File: src/hw/osd_pkg.sv
//--------------------------------------------------------------------------
// OSD shared definitions
//--------------------------------------------------------------------------
package osd_pkg;

	// Overlay window size
	localparam int osd_width = 256;
	localparam int osd_height = 64;

	// Bitmap memory
	localparam int buf_depth = 2048;
	localparam int buf_addr_w = 11;

	// Raster coordinate widths
	localparam int col_w = 8;
	localparam int row_w = 6;
	localparam int cnt_w = 12;

	// One bit per channel, red in bit 2
	localparam logic [2:0] osd_color = 3'd4;

	// din to dout latency, and the share of it spent before the blend register
	localparam int pipe_delay = 4;
	localparam int mix_delay = pipe_delay - 1;

	typedef enum logic [7:0] {
		cmd_write = 8'h0c,
		cmd_enable = 8'h28
	} osd_cmd_e;

	typedef enum logic [2:0] {
		st_idle,
		st_cmd,
		st_addr,
		st_data,
		st_skip
	} host_state_e;

endpackage
File: src/hw/osd_raster_if.sv
//--------------------------------------------------------------------------
// OSD raster position link
//--------------------------------------------------------------------------
interface osd_raster_if;
	import osd_pkg::*;

	// Pixel inside the window with the overlay on
	logic win_active;
	logic [col_w-1:0] col;
	logic [row_w-1:0] row;
	// First active pixel of a line
	logic line_start;

	modport producer (
		output win_active,
		output col,
		output row,
		output line_start
	);

	modport consumer (
		input win_active,
		input col,
		input row,
		input line_start
	);

endinterface

File: src/hw/osd_pixel_mixer.sv
//--------------------------------------------------------------------------
// OSD bitmap fetch and video blend
//--------------------------------------------------------------------------
module osd_pixel_mixer (
	input  logic clk_video,
	input  logic rst_n,
	input  logic [23:0] din,
	input  logic de_in,
	input  logic hs_in,
	input  logic vs_in,
	input  logic [7:0] rd_data,
	osd_raster_if.consumer raster,
	output logic [osd_pkg::buf_addr_w-1:0] rd_addr,
	output logic [23:0] dout,
	output logic de_out,
	output logic hs_out,
	output logic vs_out
);
	import osd_pkg::*;

	logic [23:0] din_q [mix_delay];
	logic [2:0] sync_q [pipe_delay];
	logic [2:0] bit_sel;
	logic win_d1;
	logic win_d2;
	logic pixel;
	logic [23:0] blend;

	// Eight rows share a byte, one bit each
	assign rd_addr = {raster.row[row_w-1:3], raster.col};

	always_comb begin
		for (int c = 0; c < 3; c++) begin
			blend[c*8 +: 8] = {pixel, pixel, osd_color[c], din_q[mix_delay-1][c*8+3 +: 5]};
		end
	end

	always_ff @(posedge clk_video) begin
		din_q[0] <= din;
		for (int i = 1; i < mix_delay; i++) begin
			din_q[i] <= din_q[i-1];
		end
		// Row is constant along a line
		if (raster.line_start) begin
			bit_sel <= raster.row[2:0];
		end
		pixel <= rd_data[bit_sel];
	end

	always_ff @(posedge clk_video or negedge rst_n) begin
		if (!rst_n) begin
			win_d1 <= 1'b0;
			win_d2 <= 1'b0;
			dout <= '0;
			for (int i = 0; i < pipe_delay; i++) begin
				sync_q[i] <= '0;
			end
		end else begin
			win_d1 <= raster.win_active;
			win_d2 <= win_d1;
			dout <= win_d2 ? blend : din_q[mix_delay-1];
			sync_q[0] <= {de_in, hs_in, vs_in};
			for (int i = 1; i < pipe_delay; i++) begin
				sync_q[i] <= sync_q[i-1];
			end
		end
	end

	assign de_out = sync_q[pipe_delay-1][2];
	assign hs_out = sync_q[pipe_delay-1][1];
	assign vs_out = sync_q[pipe_delay-1][0];

endmodule

File: src/flat_wrapper.sv
// flat-port wrapper written by rule: the top's interface ports become plain ports
module osd_pixel_mixer_flat import osd_pkg::*;
  (clk_video, rst_n, din, de_in, hs_in, vs_in, rd_data, rd_addr, dout, de_out, hs_out, vs_out, raster_win_active, raster_col, raster_row, raster_line_start);
  osd_raster_if raster_i ();
  input  logic clk_video;
  input  logic rst_n;
  input  logic [23:0] din;
  input  logic de_in;
  input  logic hs_in;
  input  logic vs_in;
  input  logic [7:0] rd_data;
  output logic [osd_pkg::buf_addr_w-1:0] rd_addr;
  output logic [23:0] dout;
  output logic de_out;
  output logic hs_out;
  output logic vs_out;
  input wire logic [$bits(raster_i.win_active)-1:0] raster_win_active;
  input wire logic [$bits(raster_i.col)-1:0] raster_col;
  input wire logic [$bits(raster_i.row)-1:0] raster_row;
  input wire logic [$bits(raster_i.line_start)-1:0] raster_line_start;
  assign raster_i.win_active = raster_win_active;
  assign raster_i.col = raster_col;
  assign raster_i.row = raster_row;
  assign raster_i.line_start = raster_line_start;
  osd_pixel_mixer u_core (.clk_video(clk_video), .rst_n(rst_n), .din(din), .de_in(de_in), .hs_in(hs_in), .vs_in(vs_in), .rd_data(rd_data), .raster(raster_i), .rd_addr(rd_addr), .dout(dout), .de_out(de_out), .hs_out(hs_out), .vs_out(vs_out));
endmodule
File: config.mk
export PLATFORM = sky130hd
export DESIGN_NAME = osd_pixel_mixer_flat
export DESIGN_NICKNAME = d
export VERILOG_FILES = /design/src/hw/osd_pkg.sv /design/src/hw/osd_raster_if.sv /design/src/hw/osd_pixel_mixer.sv /design/src/flat_wrapper.sv
export SDC_FILE = /design/constraint.sdc
export NUM_CORES = 1
export LEC_CHECK = 0
export ABC_AREA = 1
export BUFFER_PORTS_ARGS = -buffer_cell sky130_fd_sc_hd__buf_2
export CAP_MARGIN = 20
export CORE_MARGIN = 3
export CORE_UTILIZATION = 50
export DETAILED_ROUTE_END_ITERATION = 10
export GPL_ROUTABILITY_DRIVEN = 0
export PLACE_DENSITY_LB_ADDON = 0.2
export SLEW_MARGIN = 20
export SYNTH_ARGS = -nofsm -noshare
export SYNTH_HDL_FRONTEND = slang
export SYNTH_SLANG_ARGS = --single-unit
File: constraint.sdc
create_clock -name clk_video -period 2.8 [get_ports clk_video]
set_clock_uncertainty 0.15 [all_clocks]
set_input_delay 0.14 -clock clk_video [delete_from_list [all_inputs] [get_ports clk_video]]
set_output_delay 0.14 -clock clk_video [all_outputs]
set_load 0.02 [all_outputs]
==> impl_metrics.yaml <==
yosys:
  yosysTopAreaCell: "dfxtp_1"
  synthFlopType: "dfxtp_1"
  yosys.area.top_type_share_pct: 49.3
  ys_top_cells_by_count: "73 x dfxtp_1, 58 x nand2_1, 38 x dfrtp_1"
  synthTopCellsByArea: "dfxtp_1 49%, dfrtp_1 32%, nand2_1 7.3%, buf_4 3.0%, edfxtp_1 3.0%"
  synthArstFlopShare_pct: 33.3
  synth.avg_cell_area_um2: 13.7
  syn_inst: 216
  syn-cell-area_mm2: 0.00296
  yosysSeqAreaShare_pct: 84.5
  syn_nets: 269
  synth.most_common_cell: "dfxtp_1"
  ys_types: 13
  synth_edf_count: 3
  yosys_warnings: 0
  ys_ff_latch: 114
global_route:
  grtUsageTotal_pct: 16.9
  grt_pass1_vias: 1873
  overflow: 0
  met3_usage_pct: 9.92
  grtUsageMet2_pct: 29.4
  grt_busiest_layer: "met2"
  met1_usage_pct: 15.9
  grt_pass1_wl_um: 8640
  grt_max_degree: 39
  antenna_found_initial: 0
run:
  max_cap_viol_count: 0
placement:
  dpl.hpwl_um: 2820
  place_ws_ns: 1.33
  dp.cells: 342
  portBuffers: 68
cells_and_area:
  fin_cells: 415
  nets: 383
  antenna_cells: 0
  fillCellCount: 372
  synthToLayoutAreaGrowth_pct: 45.9
  drive_gt1_share_pct: 30.3
  area.sequential_mm2: 0.00250
  multi_input_area_um2: 284
pwr:
  p_per_area_mw_per_mm2: 965
  finalPower_mw: 4.17
  ir_worst_vdd_mv: 0.682
  p_leak_nw: 2.13
floorplan:
  fp.dieH_um: 83.0
  core_mm2: 0.00561
  ioPinCount: 91
  die_area_mm2: 0.00689
  dieWidth_um: 83.0
  rows: 27
  start_util_pct: 52.8
route:
  drc: 0
  drt_iter0_markers: 102
  drt_pass1_iterations: 4
  routed_wl_um: 5140
  vias: 1724
  route.detailed.wl_per_inst_um: 12.4
  ant_nets: 0
  viasPerCell: 4.15
clocking:
  clk_path_buf_depth: 2
  insertion_delay_ns: 0.49
  cts-root-buf: "clkbuf_8"
  tritoncts: "done"
  clkSinkCount: 114
  cts_made_buffers: 17
  htree_levels: 4
  clkSlewWorstSetupHoldPaths_ns: 0.05
setup_path:
  cp-start-kind: "flip-flop"
  cp_common_cell: "nand2_1"
  cp_top_family: "buffers and inverters"
  crit_buf_inv: 3
  crit_chain: "buf_4 -> nand2_1 -> nand3_1 -> dlygate4sd3_1 -> nand2_1 -> dlygate4sd3_1 -> nand2_1 -> nand2_1"
  arrival_ns: 2.49
  cp.required_ns: 3.08
  crit_type: "flip-flop to flip-flop"
  slowest_stage: "dlygate4sd3_1"
  end_kind: "flip-flop"
  cpPeakStageDelay_ns: 0.57
  crit_fanout: 3
timing:
  worstMarginPinSlew_ns: 0.810
  slew_headroom_pct: 46.0
  finalSetupViolCount: 0
  setup_ws_ns: 0.593
  max_freq_mhz: 453
  min_period_ns: 2.21
  fin_crit_sh_pct: 78.8
  slew_viol_final: 0
  rsz0062_at_grt: "no"
  hold_violations: 0
  tns_ns: 0
min_path:
  hold_path_class: "primary input to flip-flop"
run_status:
  status: "completed"
[placed cells by master, fill, tap and decap left out, drive strengths merged]
cell type and n:
clkinv 4, bufinv 2, dfxtp 73, inv 17
o21ai 7, dlygate4sd3 39, buf 70, nand3 4
clkinvlp 1, clkbuf 25, nand2 58, nor2 2
dfrtp 38, edfxtp 3
[logic make-up (layout without fill, tap and decap cells)]
group	Yosys count	count (layout)	share of synthesized area [%]
flops	114	114	84.5
compound gates	7	7	1.31
buf+inv	31	158	5.95
simple gates	64	64	8.28
[layer usage]
layer	up-vias	wire length (µm)
met3	4	335
li1	874	-
met4	0	37
met1	798	1940
met2	48	2830
met5	-	0
[worst reg2reg max path, delay by kind of cell, from the launching register on]
| kind | cells | cell delay [ns] |
|---|---|---|
| DFF | 1 | 0.42 |
| and+or+nand+nor | 5 | 0.29 |
| buffers and inverters | 3 | 1.29 |
[registers in the layout, indices dropped and copies added (netlist names)]
name	count
u_core.din_q	72
u_core.dout	24
u_core.sync_q	9
u_core.bit_sel	3
u_core.de_out	1
u_core.hs_out	1
u_core.pixel	1
u_core.vs_out	1
u_core.win_d1	1
u_core.win_d2	1
[through the flow]
stage / hold WS, ns / util, % / area (µm²)
after floorplan: -0.306 / - / 2960
after global placement: 0.0923 / 58.5 / 3280
after detailed placement: 0.0936 / 58.5 / 3280
after CTS: 0.0960 / 76.4 / 4290
after global routing: 0.102 / 77.1 / 4320
final: 0.123 / 77.1 / 4320
[repair_timing]
item / in CTS / in global routing
hold endpoints to repair: 73 / 1
gates resized for setup: 0 / 1
setup buffers: 0 / 2
hold buffers: 37 / 3
endpoints found under the setup margin: 0 / 1
[power by group]
group	internal [mW]	total, mW	switching [mW]
combinational	0.101	0.212	0.112
clock	1.51	2.18	0.671
sequential	1.74	1.77	0.0319
[final timing paths]
kind,startpoint,endpoint,slack (ns),cells past startpoint
min in group asynchronous,rst_n,u_core.de_out,0.15,2
worst max register to register,u_core.bit_sel[0],u_core.pixel,0.59,8
max in group asynchronous,rst_n,u_core.dout[3],1.85,2
worst min-delay path,din[18],u_core.din_q[0][18],0.12,2
worst min register to register,u_core.din_q[0][41],u_core.din_q[0][65],0.17,0
worst max-delay path,u_core.bit_sel[0],u_core.pixel,0.59,8
[final cells by class]
type,count,share of cell area (%)
sequential,114,57.9
inverter,17,1.48
multi-input combinational,71,6.57
timing repair buffer,109,17.3
clock inverter,7,2.03
tap,72,2.08
clock buffer,25,12.7
Power figures use the tool's default switching activity.
