<file path="config.mk">
export PLATFORM = sky130hd
export DESIGN_NAME = osd_cmd_fsm
export DESIGN_NICKNAME = d
export VERILOG_FILES = /design/src/hw/osd_pkg.sv /design/src/hw/osd_cmd_fsm.sv
export SDC_FILE = /design/constraint.sdc
export NUM_CORES = 1
export LEC_CHECK = 0
export BUFFER_PORTS_ARGS = -buffer_cell sky130_fd_sc_hd__clkbuf_2
export CORE_MARGIN = 10
export CORE_UTILIZATION = 40
export CTS_CLUSTER_SIZE = 16
export DETAILED_ROUTE_END_ITERATION = 7
export SETUP_SLACK_MARGIN = 0.5
export SKIP_LAST_GASP = 1
export SLEW_MARGIN = 25
export SYNTH_ARGS = -nofsm -noshare
export SYNTH_HDL_FRONTEND = slang
export SYNTH_SLANG_ARGS = --single-unit
</file>
<file path="constraint.sdc">
create_clock -name clk_video -period 2.3 [get_ports clk_video]
set_clock_uncertainty 0.2 [all_clocks]
set_input_delay 0.115 -clock clk_video [delete_from_list [all_inputs] [get_ports clk_video]]
set_output_delay 0.115 -clock clk_video [all_outputs]
set_load 0.03 [all_outputs]
</file>
<file path="src/hw/osd_pkg.sv">
//--------------------------------------------------------------------------
// OSD shared definitions
//--------------------------------------------------------------------------
package osd_pkg;

	// Overlay window size
	localparam int osd_width = 256;
	localparam int osd_height = 64;

	// Bitmap memory
	localparam int buf_depth = 2048;
	localparam int buf_addr_w = 11;

	// Raster coordinate widths
	localparam int col_w = 8;
	localparam int row_w = 6;
	localparam int cnt_w = 12;

	// One bit per channel, red in bit 2
	localparam logic [2:0] osd_color = 3'd4;

	// din to dout latency, and the share of it spent before the blend register
	localparam int pipe_delay = 4;
	localparam int mix_delay = pipe_delay - 1;

	typedef enum logic [7:0] {
		cmd_write = 8'h0c,
		cmd_enable = 8'h28
	} osd_cmd_e;

	typedef enum logic [2:0] {
		st_idle,
		st_cmd,
		st_addr,
		st_data,
		st_skip
	} host_state_e;

endpackage
</file>
<file path="src/hw/osd_cmd_fsm.sv">
//--------------------------------------------------------------------------
// OSD host command decoder
//--------------------------------------------------------------------------
module osd_cmd_fsm (
	input  logic clk_video,
	input  logic rst_n,
	input  logic io_osd,
	input  logic io_strobe,
	input  logic [15:0] io_din,
	output logic wr_en,
	output logic [osd_pkg::buf_addr_w-1:0] wr_addr,
	output logic [7:0] wr_data,
	output logic osd_enable
);
	import osd_pkg::*;

	host_state_e state;
	osd_cmd_e cmd;
	logic strobe_q;
	logic strobe_rise;
	logic [buf_addr_w-1:0] wr_ptr;
	logic en_pending;
	logic en_valid;

	assign strobe_rise = io_strobe & ~strobe_q;

	// Data words go straight to the buffer on the strobe edge
	assign wr_en = (state == st_data) && io_osd && strobe_rise;
	assign wr_addr = wr_ptr;
	assign wr_data = io_din[7:0];

	always_ff @(posedge clk_video or negedge rst_n) begin
		if (!rst_n) begin
			state <= st_idle;
			cmd <= cmd_write;
			strobe_q <= 1'b0;
			wr_ptr <= '0;
			en_pending <= 1'b0;
			en_valid <= 1'b0;
			osd_enable <= 1'b0;
		end else begin
			strobe_q <= io_strobe;
			if (!io_osd) begin
				// End of frame commits a pending enable
				if (en_valid) begin
					osd_enable <= en_pending;
				end
				en_valid <= 1'b0;
				state <= st_idle;
			end else begin
				case (state)
					st_idle, st_cmd: begin
						if (strobe_rise) begin
							if (io_din[7:0] == cmd_write || io_din[7:0] == cmd_enable) begin
								cmd <= osd_cmd_e'(io_din[7:0]);
								state <= st_addr;
							end else begin
								state <= st_skip;
							end
						end else begin
							state <= st_cmd;
						end
					end
					st_addr: begin
						if (strobe_rise) begin
							if (cmd == cmd_write) begin
								// Base block selects a 256 byte region
								wr_ptr <= {io_din[2:0], {col_w{1'b0}}};
								state <= st_data;
							end else begin
								en_pending <= io_din[0];
								en_valid <= 1'b1;
								state <= st_skip;
							end
						end
					end
					st_data: begin
						if (strobe_rise) begin
							wr_ptr <= wr_ptr + 1'b1;
						end
					end
					st_skip: begin
						state <= st_skip;
					end
					default: begin
						state <= st_idle;
					end
				endcase
			end
		end
	end

endmodule

</file>
==> results of run 1 <==
-- layout by cell type, fill, tap and decap left out, types with 3 or more instances in the layout --
master,instances
a211oi_2,5
dlygate4sd3_1,11
nor2b_1,7
dfrtp_2,3
clkbuf_4,3
dfrtp_1,21
nor2_1,6
o31ai_1,6
nand4_1,4
o31ai_2,3
o21ai_0,3
inv_1,4
o22ai_1,5
buf_4,8
clkbuf_2,31
nand2_1,12
-- how the worst min path moves through the flow --
| stage | end | slack, ns | cells after the start |
|---|---|---|---|
| 2_1_floorplan | cmd[0]$_DFFE_PN0P_ | -0.38 | 0 |
| 6_report | osd_enable$_DFFE_PN0P_ | -0.006 | 3 |
| 5_1_grt | osd_enable$_DFFE_PN0P_ | 0.01 | 3 |
| 4_1_cts | state[2]$_DFFE_PN0P_ | -0.11 | 2 |
| 3_3_place_gp | osd_enable$_DFFE_PN0P_ | -0.03 | 1 |
| 3_5_place_dp | en_valid$_DFFE_PN0P_ | -0.02 | 1 |
-- metal layers --
layer	vias up	GRT usage, %
li1	585	-
met1	606	13.74
met2	32	18.17
met3	7	2.278
met4	0	3.047
met5	-	0
-- worst min-delay path, delay by kind of cell --
kind / cells / cell delay [ns]
multiplexers: 1 / 0.21
buffers and inverters: 1 / 0.12
AND/OR/NAND/NOR: 1 / 0.06
-- cell type report --
type                       count  area, sq um  area share (%)
clock buffer                   4        36.28           1.955
inverter                       4        15.01          0.8092
multi-input combinational     93        753.2           40.59
sequential                    26        656.9           35.40
tap                           46        57.56           3.102
timing repair buffer          51        336.6           18.14
-- stage by stage --
stage / utilization (%) / worst slack, ns / instance area [sq um] / cells
after floorplan: - / 0.4737 / 1403 / 137
after global placement: 46.19 / 0.2028 / 1541 / 202
after detailed placement: 46.19 / 0.2034 / 1541 / 202
after CTS: 51.74 / 0.4956 / 1727 / 219
after global routing: 55.61 / 0.4276 / 1856 / 224
final: 55.61 / 0.5249 / 1856 / 224
-- Yosys cell counts, types with 3 or more instances --
library cell  count  area, sq um
and3_1            4        25.02
o22ai_1           5        31.28
nor2b_1           8        50.05
nand4_1           4        25.02
nand2_1          12        45.04
a211oi_1          6        45.04
a21oi_1           3        15.01
dfrtp_1          24        600.6
clkbuf_1          4        15.01
nor2_1            7        26.28
o21ai_0           5        25.02
a2bb2oi_1         3        26.28
o31ai_1           9        67.56
buf_4             9        67.56
inv_1             4        15.01
-- cell families (layout without fill, tap and decap cells) --
kind of cell / count (synthesis) / in the layout
buffers and inverters: 19 / 59
multiplexers: 4 / 4
XOR/XNOR: 1 / 1
AND/OR/NAND/NOR: 48 / 48
flip-flops: 26 / 26
AO/OA/AOI/OAI: 38 / 39
adder cells (fa/ha/maj): 1 / 1
-- flip-flops by register name, summed over array words and instances, names as in the netlist --
name,count
wr_addr,11
cmd,8
strobe_q,1
en_valid,1
en_pending,1
state,3
osd_enable,1
-- power by group --
| part | switching (mW) | leakage [nW] | internal (mW) | total, mW |
|---|---|---|---|---|
| Combinational | 0.0683 | 0.492 | 0.0456 | 0.114 |
| Sequential | 0.00447 | 0.342 | 0.464 | 0.469 |
| Clock | 0.142 | 0.0210 | 0.0969 | 0.239 |
-- what timing repair did --
| action | CTS | global route |
|---|---|---|
| setup endpoints to repair | 15 | 17 |
| cloned | 0 | 1 |
| gates resized for setup | 7 | 21 |
| hold buffers | 9 | 2 |
| buffers inserted | 4 | 2 |
| pin swaps | 3 | 11 |
| endpoints found under the hold margin | 41 | 8 |
==> metrics, run 1 <==
Min Hold Slack=-0.006164 ns; Mapped Nets=158; total number of vias=1230; Synth Area in XOR/XNOR=0.6381%; DRT Pass-1 Iters=4; Top delay family on crit path=flip-flops; met3 wire length=180 um; largest family of logic cells by synthesized area=simple AND/OR/NAND/NOR gates; # DRC=0; stages on the worst setup path=5; critical path class=reg -> reg; Cells after Synth=~140; share of layout cells above drive strength 1=42.13%; CTS buffer count=3; startpoint types=register; M1 wire length=~1500 um; Worst-Margin Slew=around 0.64 ns; Pleak=0.8554 nW; Slowest Stage Delay on Critical Path=0.55 ns; Avg Cell Area, Syn=10.02 sq um; clk buf depth=2; reg2reg setup slack=roughly 0.52 ns; slew margin rel.=57.07%; FF+latch count, synth=26; Chip Width=78.58 um; first-pass GRT wire length=5644 um; die area=6175 sq um; PnR Total Power=0.8214 mW; Post-Route WL=3592 um; Nets=200; r2r endpoint=wr_addr[8]$_DFFE_PN0P_; count of pins over their slew limit=0; # fillers=304; clock-pin slew on the worst setup and hold paths=approximately 0.15 ns; Total GRT Usage=10.86%; Rows=21; pin count of the biggest net entering global routing=27; Synth Cell Area=1373 sq um; CTS Root Cell=clkbuf_4; failing checks=hold timing; I/O Buffers=32; period utilization=77.18%; status=complete, but fails checks; crit path cell chain=nor4bb_4 -> buf_6 -> a21oi_4 -> a211oi_2 -> a2bb2oi_2; Post-synth EDFFs=0; Synth async-reset ratio=100.0%; core area=3337 sq um; Worst-Skew Late Latency=0.32 ns; Post-Synth Simple-Gate Area=20.24%; area delta synth->final=35.19%; worst hold path class=in -> reg; WL/cell=16.04 um; htree depth=1; Final Hold Vio Count=1; critical path peak fanout=7; adder-cell share of the synthesized area=0.9116%; setup violators final=0; synth warn=0; worst reg2reg startpoint=cmd[3]$_DFFE_PN1P_; CP max-delay cell=dfstp_2; setup TNS=0 ns; vias per cell=5.491; WP data arrival=approximately 1.8 ns; CTS tree=yes; ANT nets after route=0; RSZ-0062 raised after global routing=yes; Overflow after GRT=0; Power Density=roughly 440 nW/um^2; initial antenna violation count=0; Worst Setup EP=wr_addr[8]$_DFFE_PN0P_; dpl hpwl=about 2400 um; Die Y=78.58 um; DR WL met2=~1900 um; ys flop type=dfrtp_1; clock sinks=26; DR iter-0 viols=138; Tmin final=~1.8 ns; Critical Path End Type=register; max layer used=met4; vias in the first global route=1182; Initial Util=41.13%; Synth Area in Compound Gates=19.60%; max-cap check violation count=0; Reg2Reg Depth=5; diodes inserted=0; Ports=between 40 and 50; multiplexer area fraction after synthesis=~3.3%; synth unique cells=39; crit path launch=cmd[3]$_DFFE_PN1P_; Bufs and invs on worst path=1; routability cong.=just over 0.8; WP data required=approximately 2.4 ns; VDD IR max=between 0.15 and 0.2 mV; hold path startpoint=io_osd; max frequency=0.5633 GHz; register area share after synthesis=between 40% and 50%
Note: power is estimated with default switching activity, not from simulation.
==> inputs of run 2 (changes only) <==
==> constraint.sdc (replaced) <==
create_clock -name clk_video -period 1.7 [get_ports clk_video]
set_clock_uncertainty 0.2 [all_clocks]
set_input_delay 0.085 -clock clk_video [delete_from_list [all_inputs] [get_ports clk_video]]
set_output_delay 0.085 -clock clk_video [all_outputs]
set_load 0.03 [all_outputs]
==> metrics, run 2 (synthesis gave the netlist of run 1 again) <==
M3 GR Usage=3.872%; most frequent CP cell=buf_4; PnR Total Power=roughly 1.1 mW; vias per cell=5.347; WP data arrival=between 1.5 and 2 ns; RSZ-0062 raised after global routing=yes; non-filler cells, final=248; Storage cell area=658.1 sq um; clk buf depth=2; CTS Root Cell=clkbuf_4; hold depth=5; Critical Path End Type=output pin; Overflow after GRT=0; Finished Cell Area=2215 sq um; die area=6175 sq um; I/O Buffers=32; clock-pin slew on the worst setup and hold paths=0.16 ns; count of pins over their slew limit=0; CTS tree=yes; Total GRT Usage=13.36%; failing checks=setup timing; Tmin final=~1.8 ns; Power Density=514.9 nW/um^2; VDD IR max=0.2827 mV; WL/cell=16.88 um; Ports=41; Final Hold Vio Count=0; commonest non-fill, non-tap cell in the layout=buf_4; Worst-Skew Late Latency=0.33 ns; # DRC=0; Min-Delay Endpoint=state[1]$_DFFE_PN0P_; Die Y=78.58 um; Pleak=1.009 nW; htree depth=1; grt met2 use=21.13%; pin count of the biggest net entering global routing=27; setup violators final=13; Initial Util=a little over 40%; Reg2Reg Depth=6; Setup WS pre-CTS=-0.1478 ns; max frequency=between 0.5 and 0.6 GHz; CTS buffer count=3; core area=3337 sq um; r2r endpoint=wr_addr[2]$_DFFE_PN0P_; routability cong.=just under 0.9; hold path startpoint=io_din[7]; DR iter-0 viols=103; status=complete, but fails checks; Worst-Margin Slew=0.6627 ns; max reg flops=11; initial antenna violation count=0; area delta synth->final=61.35%; commonest cells after routing, fill and taps aside=29 x buf_4, 20 x dfrtp_1, 19 x clkbuf_2, 13 x buf_6, 12 x nand2_1; dpl cell area=about 1700 sq um; crit path cell chain=buf_4 -> and3b_2 -> nand3_4 -> inv_4 -> buf_4; period utilization=106.8%; startpoint types=register; critical path class=reg -> out; CP max-delay cell=dfrtp_1; final worst setup slack=-0.1150 ns; WP data required=approximately 1.4 ns; ANT nets after route=0; Nets=224; total number of vias=around 1300; Placed Cells=216; first-pass GRT wire length=6858 um; max-cap check violation count=0; Slowest Stage Delay on Critical Path=0.41 ns; clock sinks=26; reg2reg setup slack=-0.12 ns; crit path launch=state[2]$_DFFE_PN0P_; GR Util met1=17.55%; global route hottest layer=met2; vias in the first global route=1340; Min Hold Slack=0.01959 ns; Rows=21; critical path peak fanout=6; DRT Pass-1 Iters=6; dpl hpwl=2620 um; Post-Route WL=4185 um; diodes inserted=0; worst hold path class=in -> reg; area of the multi-input gates=813.3 sq um; worst reg2reg startpoint=cmd[2]$_DFFE_PN1P_; # fillers=between 200 and 300; slew margin rel.=55.82%; Chip Width=around 79 um; share of layout cells above drive strength 1=56.44%
## run 2: worst max-delay path: cells and delay by family (launching register included)
family | cells | cell delay (ns)
buffers and inverters | 3 | 0.38
DFF | 1 | 0.41
and+or+nand+nor | 2 | 0.39
## run 2: report_power, final
part           internal (mW)  leakage [nW]  switching [mW]  total [mW]
sequential             0.628         0.340          0.0117       0.640
clock                  0.131        0.0210           0.199       0.330
combinational         0.0733         0.647          0.0974       0.171
## run 2: final cells by class
type / count / area share [%]
Multi-Input combinational cell: 93 / 36.72
Timing Repair Buffer: 75 / 28.53
Sequential cell: 26 / 29.72
Inverter: 4 / 0.7910
Clock buffer: 4 / 1.638
Tap cell: 46 / 2.599
## run 2: how the worst max path moves through the flow
stage / cells after the start / end / slack, ns
2_1_floorplan: 5 / wr_addr[5]$_DFFE_PN0P_ / -0.08
3_3_place_gp: 5 / cmd[5]$_DFFE_PN0P_ / -0.12
3_5_place_dp: 5 / cmd[5]$_DFFE_PN0P_ / -0.15
4_1_cts: 5 / wr_en / -0.14
5_1_grt: 6 / wr_addr[2]$_DFFE_PN0P_ / -0.21
6_report: 5 / wr_en / -0.12
## run 2: metal layers
metal / vias up / part of all wire (%)
li1: 628 / -
met1: 658 / 44
met2: 38 / 49
met3: 2 / 6.6
met4: 0 / 0.36
met5: - / 0
## run 2: through the flow
step                      utilization (%)  setup TNS, ns
after global placement              50.51         -1.080
after floorplan                         -        -0.3429
final                               66.37        -0.6358
after detailed placement            50.51         -1.420
after global routing                66.37         -1.704
after CTS                           61.60        -0.6341
## run 2: what timing repair did
item / 4_1_cts / 5_1_grt
pin swaps: 0 / 10
setup buffers: 12 / 8
hold buffers: 7 / 0
endpoints found under the setup margin: 37 / 38
gates cloned: 1 / 0
resized for setup: 39 / 32
hold endpoints to repair: 36 / 0
==> inputs of run 3 (changes only) <==
--- a/config.mk
+++ b/config.mk
@@ -7,9 +7,11 @@
 export LEC_CHECK = 0
 export BUFFER_PORTS_ARGS = -buffer_cell sky130_fd_sc_hd__clkbuf_2
 export CORE_MARGIN = 10
-export CORE_UTILIZATION = 40
+export CORE_UTILIZATION = 50
+export CTS_CLUSTER_DIAMETER = 50
 export CTS_CLUSTER_SIZE = 16
 export DETAILED_ROUTE_END_ITERATION = 7
+export PLACE_DENSITY = 0.78
 export SETUP_SLACK_MARGIN = 0.5
 export SKIP_LAST_GASP = 1
 export SLEW_MARGIN = 25
==> constraint.sdc (replaced) <==
create_clock -name clk_video -period 1.9 [get_ports clk_video]
set_clock_uncertainty 0.2 [all_clocks]
set_input_delay 0.095 -clock clk_video [delete_from_list [all_inputs] [get_ports clk_video]]
set_output_delay 0.095 -clock clk_video [all_outputs]
set_load 0.03 [all_outputs]
==> metrics, run 3 (synthesis gave the netlist of run 1 again) <==
status=finished clean; Storage cell area=658.1 sq um; initial antenna violation count=0; max reg flops=11; Tmin final=1.806 ns; # DRC=0; Post-Route WL=4015 um; Setup WS pre-CTS=-0.1000 ns; Overflow after GRT=0; worst reg2reg startpoint=cmd[3]$_DFFE_PN1P_; Nets=approximately 210; CP max-delay cell=dfstp_2; htree depth=1; critical path class=reg -> reg; count of pins over their slew limit=0; setup violators final=0; period utilization=about 95%; area delta synth->final=41.57%; max-cap check violation count=0; # fillers=174; Power Density=515.4 nW/um^2; WP data required=1.92 ns; setup TNS=0 ns; I/O Buffers=32; Placed Cells=just under 200; final worst setup slack=~0.094 ns; Pleak=0.8925 nW; slew margin rel.=56.40%; Worst-Skew Late Latency=0.33 ns; Die Y=72.40 um; max frequency=0.5536 GHz; Chip Width=72.40 um; Ports=between 40 and 50; vias per cell=6.019; vias in the first global route=1342; commonest cells after routing, fill and taps aside=31 x clkbuf_2, 20 x dfrtp_1, 18 x buf_4, 12 x nand2_1, 8 x nor2b_1; ANT nets after route=0; area of the multi-input gates=810.8 sq um; core area=~2500 sq um; non-filler cells, final=between 200 and 250; dpl hpwl=roughly 2600 um; Rows=18; DRT Pass-1 Iters=4; Critical Path End Type=register; diodes inserted=0; critical path peak fanout=3; CTS buffer count=3; WL/cell=18.67 um; WP data arrival=about 1.8 ns; VDD IR max=0.4930 mV; Initial Util=53.93%; crit path cell chain=nor4bb_4 -> buf_4 -> a211oi_2 -> o21ba_2 -> o211a_1; hold path startpoint=io_din[1]; total number of vias=between 1000 and 1500; RSZ-0062 raised after global routing=yes; die area=approximately 5200 sq um; Worst-Margin Slew=0.6540 ns; Final Hold Vio Count=0; Slowest Stage Delay on Critical Path=roughly 0.55 ns; clock-pin slew on the worst setup and hold paths=roughly 0.15 ns; pin count of the biggest net entering global routing=27; post-layout util=about three quarters; clk buf depth=2; worst hold path class=in -> reg; CTS Root Cell=clkbuf_4; CTS tree=yes; commonest non-fill, non-tap cell in the layout=clkbuf_2; Total GRT Usage=15.69%; crit path launch=cmd[3]$_DFFE_PN1P_; routability cong.=0.8690; DR iter-0 viols=118; startpoint types=register; first-pass GRT wire length=6637 um; clock sinks=26; share of layout cells above drive strength 1=52.43%
==> run 3: cell types whose count changed in the layout (fill, tap and decap cells not counted), sizes merged <==
| cell | change |
|---|---|
| clkbuf | +11 |
| buf | -28 |
==> run 3: path summary, 6_finish.rpt <==
| path | to | slack (ns) | cells after the start |
|---|---|---|---|
| max | state[2]$_DFFE_PN0P_ | 0.09 | 5 |
| min | wr_addr[9]$_DFFE_PN0P_ | 0.02 | 4 |
| max reg2reg | state[2]$_DFFE_PN0P_ | 0.09 | 5 |
| min reg2reg | en_valid$_DFFE_PN0P_ | 0.29 | 1 |
| max in group asynchronous | wr_addr[1]$_DFFE_PN0P_ | 0.94 | 2 |
| min in group asynchronous | strobe_q$_DFF_PN0_ | 0.11 | 2 |
==> run 3: final cells by class <==
cell class / count / share of cell area (%)
Tap cell: 30 / 1.932
Sequential cell: 26 / 33.87
Multi-Input combinational cell: 93 / 41.73
Clock buffer: 4 / 1.867
Inverter: 4 / 0.7727
Timing Repair Buffer: 58 / 19.83
==> run 3: layer usage <==
| metal | track usage (%) | vias up | wire (um) |
|---|---|---|---|
| li1 | - | 595 | - |
| met5 | 0 | - | 0 |
| met4 | 6.329 | 0 | 75 |
| met3 | 4.218 | 8 | 292 |
| met2 | 25.36 | 64 | 1955 |
| met1 | 19.26 | 627 | 1692 |
==> run 3: report_power, final <==
part	internal [mW]	total (mW)	leakage (nW)	switching, mW
clock network	0.117	0.288	0.0210	0.171
logic	0.0575	0.141	0.531	0.0840
registers	0.562	0.572	0.340	0.00997
total	0.737	1.00	0.892	0.265
==> run 3: repair_timing <==
| action | in CTS | in global routing |
|---|---|---|
| endpoints found under the hold margin | 35 | 0 |
| pin swaps | 11 | 4 |
| endpoints found under the setup margin | 25 | 26 |
| gates resized for setup | 22 | 9 |
| hold buffers | 7 | 0 |
| gates cloned | 1 | 0 |
| buffers inserted | 8 | 0 |
==> run 3: critical path: cells and delay by family, from the launching register on <==
kind | cells | cell delay, ns
AND/OR/NAND/NOR | 1 | 0.29
AO/OA/AOI/OAI | 3 | 0.48
buffers and inverters | 1 | 0.17
flip-flops | 1 | 0.55
==> run 3: stage by stage <==
stage	hold WS, ns	cell area (sq um)	total power, mW
finish	0.02341	1943	1.002
global route	0.04624	1943	1.035
CTS	0.005866	1899	0.9957
detailed placement	-0.04469	1620	0.6908
global placement	-0.05480	1620	0.6879
floorplan	-0.4006	1448	0.6484
