[config.mk]
export PLATFORM = sky130hd
export DESIGN_NAME = osd_raster_counter_flat
export DESIGN_NICKNAME = d
export VERILOG_FILES = /design/src/hw/osd_pkg.sv /design/src/hw/osd_raster_if.sv /design/src/hw/osd_raster_counter.sv /design/src/flat_wrapper.sv
export SDC_FILE = /design/constraint.sdc
export NUM_CORES = 1
export LEC_CHECK = 0
export BUFFER_PORTS_ARGS = -buffer_cell sky130_fd_sc_hd__buf_4
export CAP_MARGIN = 20
export CORE_UTILIZATION = 50
export CTS_BUF_LIST = sky130_fd_sc_hd__clkbuf_4
export DETAILED_ROUTE_END_ITERATION = 8
export PLACE_DENSITY_LB_ADDON = 0.3
export SETUP_SLACK_MARGIN = 0.05
export SLEW_MARGIN = 40
export SYNTH_ARGS = -nofsm -noshare
export SYNTH_HDL_FRONTEND = slang
export SYNTH_SLANG_ARGS = --single-unit
[constraint.sdc]
create_clock -name clk_video -period 6.98 [get_ports clk_video]
set_clock_uncertainty 0.2 [all_clocks]
set_input_delay 0 -clock clk_video [delete_from_list [all_inputs] [get_ports clk_video]]
set_output_delay 0 -clock clk_video [all_outputs]
set_load 0.02 [all_outputs]
[src/hw/osd_pkg.sv]
//--------------------------------------------------------------------------
// OSD shared definitions
//--------------------------------------------------------------------------
package osd_pkg;

	// Overlay window size
	localparam int osd_width = 256;
	localparam int osd_height = 64;

	// Bitmap memory
	localparam int buf_depth = 2048;
	localparam int buf_addr_w = 11;

	// Raster coordinate widths
	localparam int col_w = 8;
	localparam int row_w = 6;
	localparam int cnt_w = 12;

	// One bit per channel, red in bit 2
	localparam logic [2:0] osd_color = 3'd4;

	// din to dout latency, and the share of it spent before the blend register
	localparam int pipe_delay = 4;
	localparam int mix_delay = pipe_delay - 1;

	typedef enum logic [7:0] {
		cmd_write = 8'h0c,
		cmd_enable = 8'h28
	} osd_cmd_e;

	typedef enum logic [2:0] {
		st_idle,
		st_cmd,
		st_addr,
		st_data,
		st_skip
	} host_state_e;

endpackage
[src/hw/osd_raster_if.sv]
//--------------------------------------------------------------------------
// OSD raster position link
//--------------------------------------------------------------------------
interface osd_raster_if;
	import osd_pkg::*;

	// Pixel inside the window with the overlay on
	logic win_active;
	logic [col_w-1:0] col;
	logic [row_w-1:0] row;
	// First active pixel of a line
	logic line_start;

	modport producer (
		output win_active,
		output col,
		output row,
		output line_start
	);

	modport consumer (
		input win_active,
		input col,
		input row,
		input line_start
	);

endinterface

[src/hw/osd_raster_counter.sv]
//--------------------------------------------------------------------------
// OSD raster measurement and window position
//--------------------------------------------------------------------------
module osd_raster_counter (
	input  logic clk_video,
	input  logic rst_n,
	input  logic de_in,
	input  logic vs_in,
	input  logic osd_enable,
	osd_raster_if.producer raster
);
	import osd_pkg::*;

	logic de_q;
	logic vs_q;
	logic de_rise;
	logic de_fall;
	logic vs_rise;
	logic [cnt_w-1:0] h_cnt;
	logic [cnt_w-1:0] width;
	logic [cnt_w-1:0] v_line;
	logic [cnt_w-1:0] v_next;
	logic [cnt_w-1:0] height;
	logic en_frame;
	logic [cnt_w-1:0] cur_h;
	logic [cnt_w-1:0] cur_v;
	logic [cnt_w-1:0] h_start;
	logic [cnt_w-1:0] v_start;
	logic [cnt_w-1:0] h_off;
	logic [cnt_w-1:0] v_off;
	logic geom_ok;
	logic in_win;

	assign de_rise = de_in & ~de_q;
	assign de_fall = ~de_in & de_q;
	assign vs_rise = vs_in & ~vs_q;

	// Position of the pixel currently at the input
	assign cur_h = de_rise ? '0 : h_cnt + 1'b1;
	assign cur_v = de_rise ? v_next : v_line;

	// Centre the window in the measured picture
	assign h_start = (width - cnt_w'(osd_width)) >> 1;
	assign v_start = (height - cnt_w'(osd_height)) >> 1;
	assign geom_ok = (width >= cnt_w'(osd_width)) && (height >= cnt_w'(osd_height));

	assign h_off = cur_h - h_start;
	assign v_off = cur_v - v_start;
	assign in_win = de_in && en_frame && geom_ok
		&& (cur_h >= h_start) && (h_off < cnt_w'(osd_width))
		&& (cur_v >= v_start) && (v_off < cnt_w'(osd_height));

	always_ff @(posedge clk_video or negedge rst_n) begin
		if (!rst_n) begin
			de_q <= 1'b0;
			vs_q <= 1'b0;
			h_cnt <= '0;
			width <= '0;
			v_line <= '0;
			v_next <= '0;
			height <= '0;
			en_frame <= 1'b0;
			raster.win_active <= 1'b0;
			raster.col <= '0;
			raster.row <= '0;
			raster.line_start <= 1'b0;
		end else begin
			de_q <= de_in;
			vs_q <= vs_in;
			if (de_in) begin
				h_cnt <= cur_h;
			end
			// Last pixel index plus one gives the active width
			if (de_fall) begin
				width <= h_cnt + 1'b1;
			end
			if (de_rise) begin
				v_line <= v_next;
				v_next <= v_next + 1'b1;
			end
			if (vs_rise) begin
				height <= v_next;
				v_next <= '0;
				en_frame <= osd_enable;
			end
			raster.win_active <= in_win;
			raster.col <= h_off[col_w-1:0];
			raster.row <= v_off[row_w-1:0];
			raster.line_start <= de_rise;
		end
	end

endmodule

[src/flat_wrapper.sv]
// flat-port wrapper written by rule: the top's interface ports become plain ports
module osd_raster_counter_flat import osd_pkg::*;
  (clk_video, rst_n, de_in, vs_in, osd_enable, raster_win_active, raster_col, raster_row, raster_line_start);
  osd_raster_if raster_i ();
  input  logic clk_video;
  input  logic rst_n;
  input  logic de_in;
  input  logic vs_in;
  input  logic osd_enable;
  output wire logic [$bits(raster_i.win_active)-1:0] raster_win_active;
  output wire logic [$bits(raster_i.col)-1:0] raster_col;
  output wire logic [$bits(raster_i.row)-1:0] raster_row;
  output wire logic [$bits(raster_i.line_start)-1:0] raster_line_start;
  assign raster_win_active = raster_i.win_active;
  assign raster_col = raster_i.col;
  assign raster_row = raster_i.row;
  assign raster_line_start = raster_i.line_start;
  osd_raster_counter u_core (.clk_video(clk_video), .rst_n(rst_n), .de_in(de_in), .vs_in(vs_in), .osd_enable(osd_enable), .raster(raster_i));
endmodule
==> results of run 1 <==
-- metrics by stage --
stage	cells	hold WS (ns)
floorplan	442	-0.496
CTS	580	0.122
global placement	557	-0.0814
finish	580	0.141
global route	580	0.146
detailed placement	557	-0.119
-- flip-flops by register name (all words and copies together) (netlist names) --
signal,count
u_core.raster.line_start,1
u_core.de_q,1
u_core.raster.col,8
u_core.v_next,12
u_core.height,12
u_core.raster.row,6
u_core.en_frame,1
u_core.v_line,12
u_core.h_cnt,12
u_core.raster.win_active,1
u_core.width,12
u_core.vs_q,1
-- power breakdown --
group / leakage (uW) / switching, uW / internal, uW
sequential: 0.00106 / 37.3 / 528
combinational: 0.00120 / 244 / 200
clock: 0.0000707 / 174 / 113
-- kinds of logic (layout without fill, tap and decap cells) --
kind of cell / after synthesis / after routing / synth area share, %
AO/OA/AOI/OAI: 78 / 78 / 11.5
XOR/XNOR: 38 / 38 / 7.68
adder cells (fa/ha/maj): 30 / 30 / 9.00
buffers and inverters: 37 / 70 / 3.23
flip-flops: 79 / 79 / 45.6
multiplexers: 22 / 22 / 5.71
AND/OR/NAND/NOR: 158 / 158 / 17.3
-- worst reg2reg max path, stage by stage (launching register included) --
cell	delay, ns
dfrtp_1	0.41
nand2b_2	0.32
inv_2	0.41
mux2i_1	0.30
ha_1	0.22
inv_1	0.06
fa_1	0.43
a211oi_1	0.27
o21ai_0	0.17
nand4_1	0.12
nand2_1	0.06
a2111oi_0	0.42
o2111ai_1	0.20
nor4_2	0.22
-- area by class of cell --
class	instances	share of cell area (%)
clock buffer	9	1.40
sequential	79	41.0
timing repair buffer	28	5.16
multi-input combinational	326	46.0
clock inverter	7	1.69
tap	105	2.72
inverter	26	2.02
-- cell usage in the layout (no fill, tap or decap), drive strengths merged, types with 3 or more instances in the layout --
master | synthesis | layout
a211oi | 4 | 4
xnor2 | 19 | 19
clkinvlp | 0 | 3
o21ai | 29 | 29
mux2 | 19 | 19
a2111oi | 4 | 4
nor3 | 9 | 9
xor2 | 19 | 19
o21a | 5 | 5
and3 | 13 | 13
nand2b | 10 | 10
nor4 | 4 | 4
dfrtp | 79 | 79
a21o | 4 | 4
a31oi | 3 | 3
dlygate4sd3 | 0 | 6
mux2i | 3 | 3
nand3 | 14 | 14
ha | 28 | 28
buf | 5 | 22
inv | 26 | 28
nor2 | 32 | 32
nand4 | 5 | 5
a21oi | 17 | 17
clkbuf | 6 | 9
nand2 | 62 | 62
-- worst max-delay path by stage --
stage,startpoint,end,slack (ns),cells after the start
4_1_cts,u_core.de_q,u_core.raster.win_active,3.08,13
2_1_floorplan,u_core.de_q,u_core.raster.win_active,3.50,14
5_1_grt,u_core.de_q,u_core.raster.win_active,2.81,13
3_3_place_gp,u_core.de_q,u_core.raster.win_active,3.21,13
3_5_place_dp,u_core.de_q,u_core.raster.win_active,3.09,13
6_report,u_core.de_q,u_core.raster.win_active,3.08,13
-- routing by layer --
| layer | global-route usage, % | up-vias | routed length (microns) |
|---|---|---|---|
| met5 | 0 | - | 0 |
| met4 | 6.94 | 0 | 127 |
| met3 | 2.95 | 10 | 244 |
| met2 | 27.6 | 59 | 3440 |
| met1 | 32.2 | 1531 | 4440 |
| li1 | - | 1588 | - |
-- what timing repair did --
item                      in CTS  in global routing
hold endpoints to repair     106                  0
setup buffers                  0                  0
hold buffers                   7                  0
==> impl_results.md, run 1 <==
* Outcome: complete, no violations
* Syn_nets at between 400 and 500
* Post-CTS Resized at 0
* Antenna viol nets, final at 0
* Library cells used by synthesis at 51
* Critical path, cell by cell: nand2b_2, inv_2, mux2i_1, ha_1, inv_1, fa_1, a211oi_1, o21ai_0, nand4_1, nand2_1, a2111oi_0, o2111ai_1, nor4_2
* Post-synth design cell area at approximately 0.0043 sq mm
* Max FO, Critical Path at 27
* Slowest CP cell: fa_1
* Worst rel slew slack at 54.1%
* Number of fill cells in the layout at 716
* Multi-input logic area at roughly 0.0022 sq mm
* Slew at the pin closest to its max-slew limit at 0.688 ns
* Rows at 33
* DRC errors left at 0
* Final instance area at about 0.0048 sq mm
* Fin util at roughly 58%
* Async S/R FF share, synth at 100%
* I/O pins at 21
* Sequential cell area at roughly 0.0020 sq mm
* Share of cells above drive strength 1 at a little over an eighth
* Max Cap Viol at 0
* Worst Setup Slack post-DPL at between 3 and 4 ns
* CTS root buf: clkbuf_4
* Min-delay src: osd_enable
* CP endpoint kind: flop
* Most frequent cell after synthesis: dfrtp_1
* Worst VDD drop at 0.115 mV
* Hold crit path type: in -> reg
* Largest net degree at the start of global routing at 80
* R2R depth at 13
* Skew-Pair Late Insertion Delay at 0.43 ns
* Die height at about 95 microns
* Grt total ovfl at 0
* DRT Wirelength at 8250 microns
* Worst path top cell family by delay: compound AO/OA/AOI/OAI gates
* Global-route wire length before repair at between 10000 and 15000 microns
* R2R Path Start: u_core.de_q
* Initial antenna violation count at 0
* Hold Crit Depth at 3
* Most frequently used flop master after synthesis: dfrtp_1
* Detail-routed net length per standard cell at 14.2 microns
* Slew Viols, Final at 0
* H-tree levels at 3
* Via density at 5.50
* Drt first pass iters at 5
* Worst Path Required at just over 7 ns
* Synth Area per Inst at 9.81 sq um
* Mapped Cells at approximately 440
* Clock transition at path regs at approximately 0.13 ns
* Drt initial violations at ~240
* Total track usage at 20.2%
* CTS Buffer Depth at 2
* Period utilisation layout at a little under three fifths
* Synth-to-Final Area Change at 11.3%
* Worst flop-to-flop path endpoint: u_core.raster.win_active
* Yosys top cell area share at about 46%
* Synth area leader: dfrtp_1
* Static leakage at 0.00232 uW
* Pwr dens at ~270 mW/mm^2
* Core Region at between 0.008 and 0.009 sq mm
* CTS Sinks at 79
* Register-to-Register Setup Slack at approximately 3 ns
* Post-synth top cells: dfrtp_1, nand2_1, nor2_1
* # port buffers at 20
* Sequential area share after synthesis at between 40% and 50%
* RSZ-0062 raised after global routing: no
* DIE AREA at 0.00905 sq mm
* Hold Path Sink: u_core.en_frame
* Cell Area, Placed at about 0.0046 sq mm
* Post-synth EDFFs at 0
* DIE WIDTH at 95.1 microns
* Worst setup path class: reg -> reg
* TritonCTS clock tree: yes
* Crit path DAT at about 4.0 ns
* Yosys reg bits at 79
* RePlAce Congestion at 0.790
* Warnings, synthesis at 0
* Nets at ~510
* Final Worst Setup Slack at roughly 3.1 ns
* DP HPWL at about 6000 microns
* Top cells by area, synth: dfrtp_1, ha_1, nand2_1
* Minimum clock period at 3.90 ns
* Buf+Inv Stages, Crit Path at 2
* Worst Setup Start Kind: flop
* DR vias at between 3000 and 4000
* Final TNS setup at 0 ns
* Pwr Total at 1300 uW
* Worst path max stage delay at about 0.43 ns
* Vias in the first global route at about 2900
* Initial Util at 52.2%
* Hold Fails Final Rpt at 0
* TritonCTS Buffers at 9
* Fmax achieved at roughly 0.26 GHz
* Setup violators final at 0
* Antenna cells at 0
No activity file was read; power rests on OpenSTA's default activity.
==> run 2, diff against run 1 <==
- ABC_AREA: default -> 1
- clock period: 6.98 -> 3.3 ns (I/O delays scaled with it)
==> run 2 against run 1 <==
Compared with the run above: hold slack improved by 0.0079 ns; clock power rose by 130%; maximum frequency rose by 35%; die area rose by 1.3%; routed wire length rose by 10%; global-route usage rose by 2.4 points; cell count rose by 20%; sequential power rose by 110%; synthesized cell count rose by 25%; combinational power rose by 67%; non-clock buffer count rose by 2.
==> impl_results.md, run 2 <==
* CP endpoint kind: flop (unchanged)
* Nets at 620 (was 505)
* Via density at 5.08 (was 5.50)
* Minimum clock period at 2.89 ns (was 3.90 ns)
* Post-synth top cells: nand2_1, dfrtp_1, inv_1 (was dfrtp_1, nand2_1, nor2_1)
* Most common cell after layout, fill and taps aside: nand2_1 (was dfrtp_1)
* CTS Buffer Depth at 2 (unchanged)
* Worst Setup Start Kind: flop (unchanged)
* Library cells used by synthesis at 34 (was 51)
* Core Region at 0.00834 sq mm (was 0.00830 sq mm)
* Share of cells above drive strength 1 at 10.0% (was 13.7%)
* I/O pins at 21 (unchanged)
* Sequential cell area at 0.00198 sq mm (unchanged)
* Hold crit path type: in -> reg (unchanged)
* Most frequent cells in the layout: nand2_1, dfrtp_1, inv_1 (was dfrtp_1, nand2_1, nor2_1)
* Min-delay src: osd_enable (unchanged)
* Synth area leader: dfrtp_1 (unchanged)
* Antenna cells at 0 (unchanged)
* Initial Util at 52.7% (was 52.2%)
* Worst path max stage delay at 0.41 ns (was 0.43 ns)
* Detail-routed net length per standard cell at 13.1 microns (was 14.2 microns)
* Top cells by area, synth: dfrtp_1, nand2_1, ha_1 (was dfrtp_1, ha_1, nand2_1)
* Worst setup path class: reg -> reg (unchanged)
* Post-synth EDFFs at 0 (unchanged)
* Hold Path Sink: u_core.en_frame (unchanged)
* Fin util at 59.2% (was 58.1%)
* Grt total ovfl at 0 (unchanged)
* Synth Area per Inst at 7.93 sq um (was 9.81 sq um)
* DRT Wirelength at 9100 microns (was 8250 microns)
* Max Cap Viol at 0 (unchanged)
* RSZ-0062 raised after global routing: no (unchanged)
* TritonCTS Buffers at 9 (unchanged)
* Antenna viol nets, final at 0 (unchanged)
* Largest net degree at the start of global routing at 55 (was 80)
* Worst VDD drop at 0.261 mV (was 0.115 mV)
* RePlAce Congestion at 0.945 (was 0.790)
* Syn_nets at 589 (was 477)
* Slowest CP cell: fa_1 (unchanged)
* Final Worst Setup Slack at 0.406 ns (was 3.08 ns)
* Clock transition at path regs at 0.12 ns (was 0.13 ns)
* Multi-input logic area at 0.00210 sq mm (was 0.00222 sq mm)
* Slew Viols, Final at 0 (unchanged)
* Crit path DAT at 3.04 ns (was 4.04 ns)
* Gate power share at 29.1% (was 34.3%)
* Fmax achieved at 0.346 GHz (was 0.257 GHz)
* Most frequent cell after synthesis: nand2_1 (was dfrtp_1)
* Drt first pass iters at 4 (was 5)
* CTS Sinks at 79 (unchanged)
* Setup violators final at 0 (unchanged)
* Vias in the first global route at 3464 (was 2874)
* # port buffers at 20 (unchanged)
* Clock power share at 25.5% (was 22.1%)
* Die height at 95.7 microns (was 95.1 microns)
* Worst Path Required at 3.45 ns (was 7.12 ns)
* Sw Ratio at 33.1% (was 35.1%)
* Outcome: complete, no violations (unchanged)
* CP most frequent cell: nand2_1
* Yosys reg bits at 79 (unchanged)
* R2R Path Start: u_core.de_q (unchanged)
* DRC errors left at 0 (unchanged)
* Sequential area share after synthesis at 45.0% (was 45.6%)
* Pwr dens at 517 mW/mm^2 (was 269 mW/mm^2)
* Power Internal at 1710 uW (was 841 uW)
* DP HPWL at 6570 microns (was 6000 microns)
* Period utilisation layout at 87.7% (was 55.8%)
* Synth-to-Final Area Change at 12.4% (was 11.3%)
* Post-synth design cell area at 0.00439 sq mm (was 0.00434 sq mm)
* Total track usage at 22.6% (was 20.2%)
* Hold Fails Final Rpt at 0 (unchanged)
* R2R depth at 17 (was 13)
* DIE WIDTH at 95.7 microns (was 95.1 microns)
* Hold Crit Depth at 4 (was 3)
* Async S/R FF share, synth at 100% (unchanged)
* Register-to-Register Setup Slack at 0.41 ns (was 3.08 ns)
* Drt initial violations at 155 (was 237)
* Most frequently used flop master after synthesis: dfrtp_1 (unchanged)
* Slew at the pin closest to its max-slew limit at 0.701 ns (was 0.688 ns)
* Yosys top cell area share at 45.0% (was 45.6%)
* Static leakage at 0.00251 uW (was 0.00232 uW)
* Rows at 33 (unchanged)
* DR vias at 3531 (was 3188)
* H-tree levels at 3 (unchanged)
* Max FO, Critical Path at 25 (was 27)
* Mapped Cells at 554 (was 442)
* Critical path, cell by cell: inv_2, nand2_2, buf_6, nand2_1, ha_1, fa_1, o21ai_1, nand3_1, nand2_1, nand2_1, nand2_1, nand2_1, nor2_1, nand3_1, nor2_1, nand3_1, nor2_1 (was nand2b_2, inv_2, mux2i_1, ha_1, inv_1, fa_1, a211oi_1, o21ai_0, nand4_1, nand2_1, a2111oi_0, o2111ai_1, nor4_2)
* Final TNS setup at 0 ns (unchanged)
* Skew-Pair Late Insertion Delay at 0.42 ns (was 0.43 ns)
* Initial antenna violation count at 0 (unchanged)
* Worst Hold Slack at 0.149 ns (was 0.141 ns)
* TritonCTS clock tree: yes (unchanged)
* Worst flop-to-flop path endpoint: u_core.raster.win_active (unchanged)
* DIE AREA at 0.00916 sq mm (was 0.00905 sq mm)
* Switching pwr at 845 uW (was 455 uW)
* Warnings, synthesis at 0 (unchanged)
* CTS root buf: clkbuf_4 (unchanged)
* Flop pwr share at 45.5% (was 43.6%)
* Number of fill cells in the layout at 768 (was 716)
* Global-route wire length before repair at 15700 microns (was 14000 microns)
* Worst Setup Slack post-DPL at 0.352 ns (was 3.09 ns)
* Worst rel slew slack at 53.2% (was 54.1%)
run 2: changes by cell type after synthesis, moves of 8 or more:
cell | previous run | this run
nand2b_1 | 9 | 0
nand2_1 | 62 | 149
and3_1 | 13 | 1
xnor2_1 | 19 | 11
mux2_2 | 18 | 0
nor2_1 | 32 | 54
o21ai_0 | 29 | 52
inv_1 | 25 | 78
run 2: power groups by stage:
stage	sequential [uW]	clock, uW	combinational [uW]
4_1_cts	1160	671	738
5_1_grt	1180	710	827
3_5_place_dp	1180	0	728
6_report	1160	650	743
2_1_floorplan	1280	0	360
3_3_place_gp	1180	0	712
run 2: layer usage:
metal | share of wire [%] | vias up | track usage [%]
met5 | 0 | - | 0
met4 | 2.0 | 0 | 7.96
met3 | 3.1 | 12 | 5.37
met2 | 50 | 51 | 39.3
met1 | 45 | 1661 | 27.3
li1 | - | 1807 | -
run 2: kinds of logic after synthesis:
family,after synthesis,synth area share [%]
and+or+nand+nor,243,23.1
buffers and inverters,92,7.92
AOI/OAI and AO/OA,84,9.86
DFF,79,45.0
adders and majority gates,30,8.89
xor gates and xnor gates,26,5.19
run 2: layout make-up:
| type | instances | share of cell area [%] |
|---|---|---|
| Sequential cell | 79 | 40.0 |
| Timing Repair Buffer | 30 | 5.27 |
| Inverter | 82 | 6.26 |
| Clock buffer | 10 | 1.52 |
| Tap cell | 105 | 2.66 |
| Clock inverter | 6 | 1.72 |
| Multi-Input combinational cell | 383 | 42.5 |
run 2: what timing repair did:
action                     CTS  global route
setup endpoints to repair    0             1
hold endpoints to repair   109             1
buffers inserted             0             1
gates resized for setup      0             8
hold buffers                 6             1
run 2: worst max-delay path, delay by kind of cell (launching register included):
| family | cells | cell delay, ns |
|---|---|---|
| buffers and inverters | 2 | 0.27 |
| AND/OR/NAND/NOR | 12 | 1.10 |
| flip-flops | 1 | 0.38 |
| AO/OA/AOI/OAI | 1 | 0.24 |
| adder cells (fa/ha/maj) | 2 | 0.64 |
run 2: how the worst max path moves through the flow:
| stage | from | to | slack [ns] | cells after the start |
|---|---|---|---|---|
| final | u_core.de_q | u_core.raster.win_active | 0.41 | 17 |
| after global routing | u_core.h_cnt[0] | u_core.raster.win_active | 0.04 | 19 |
| after CTS | u_core.h_cnt[0] | u_core.raster.win_active | 0.26 | 15 |
| after detailed placement | u_core.h_cnt[1] | u_core.raster.win_active | 0.35 | 15 |
| after global placement | u_core.h_cnt[1] | u_core.raster.win_active | 0.40 | 15 |
| after floorplan | u_core.de_q | u_core.raster.win_active | 0.56 | 22 |
run 2: per-stage QoR:
| stage | total power (uW) | cell area, sq um | instances |
|---|---|---|---|
| floorplan | 1640 | 4390 | 554 |
| global placement | 1890 | 4650 | 671 |
| detailed placement | 1910 | 4650 | 671 |
| CTS | 2570 | 4880 | 693 |
| global route | 2710 | 4940 | 695 |
| finish | 2550 | 4940 | 695 |
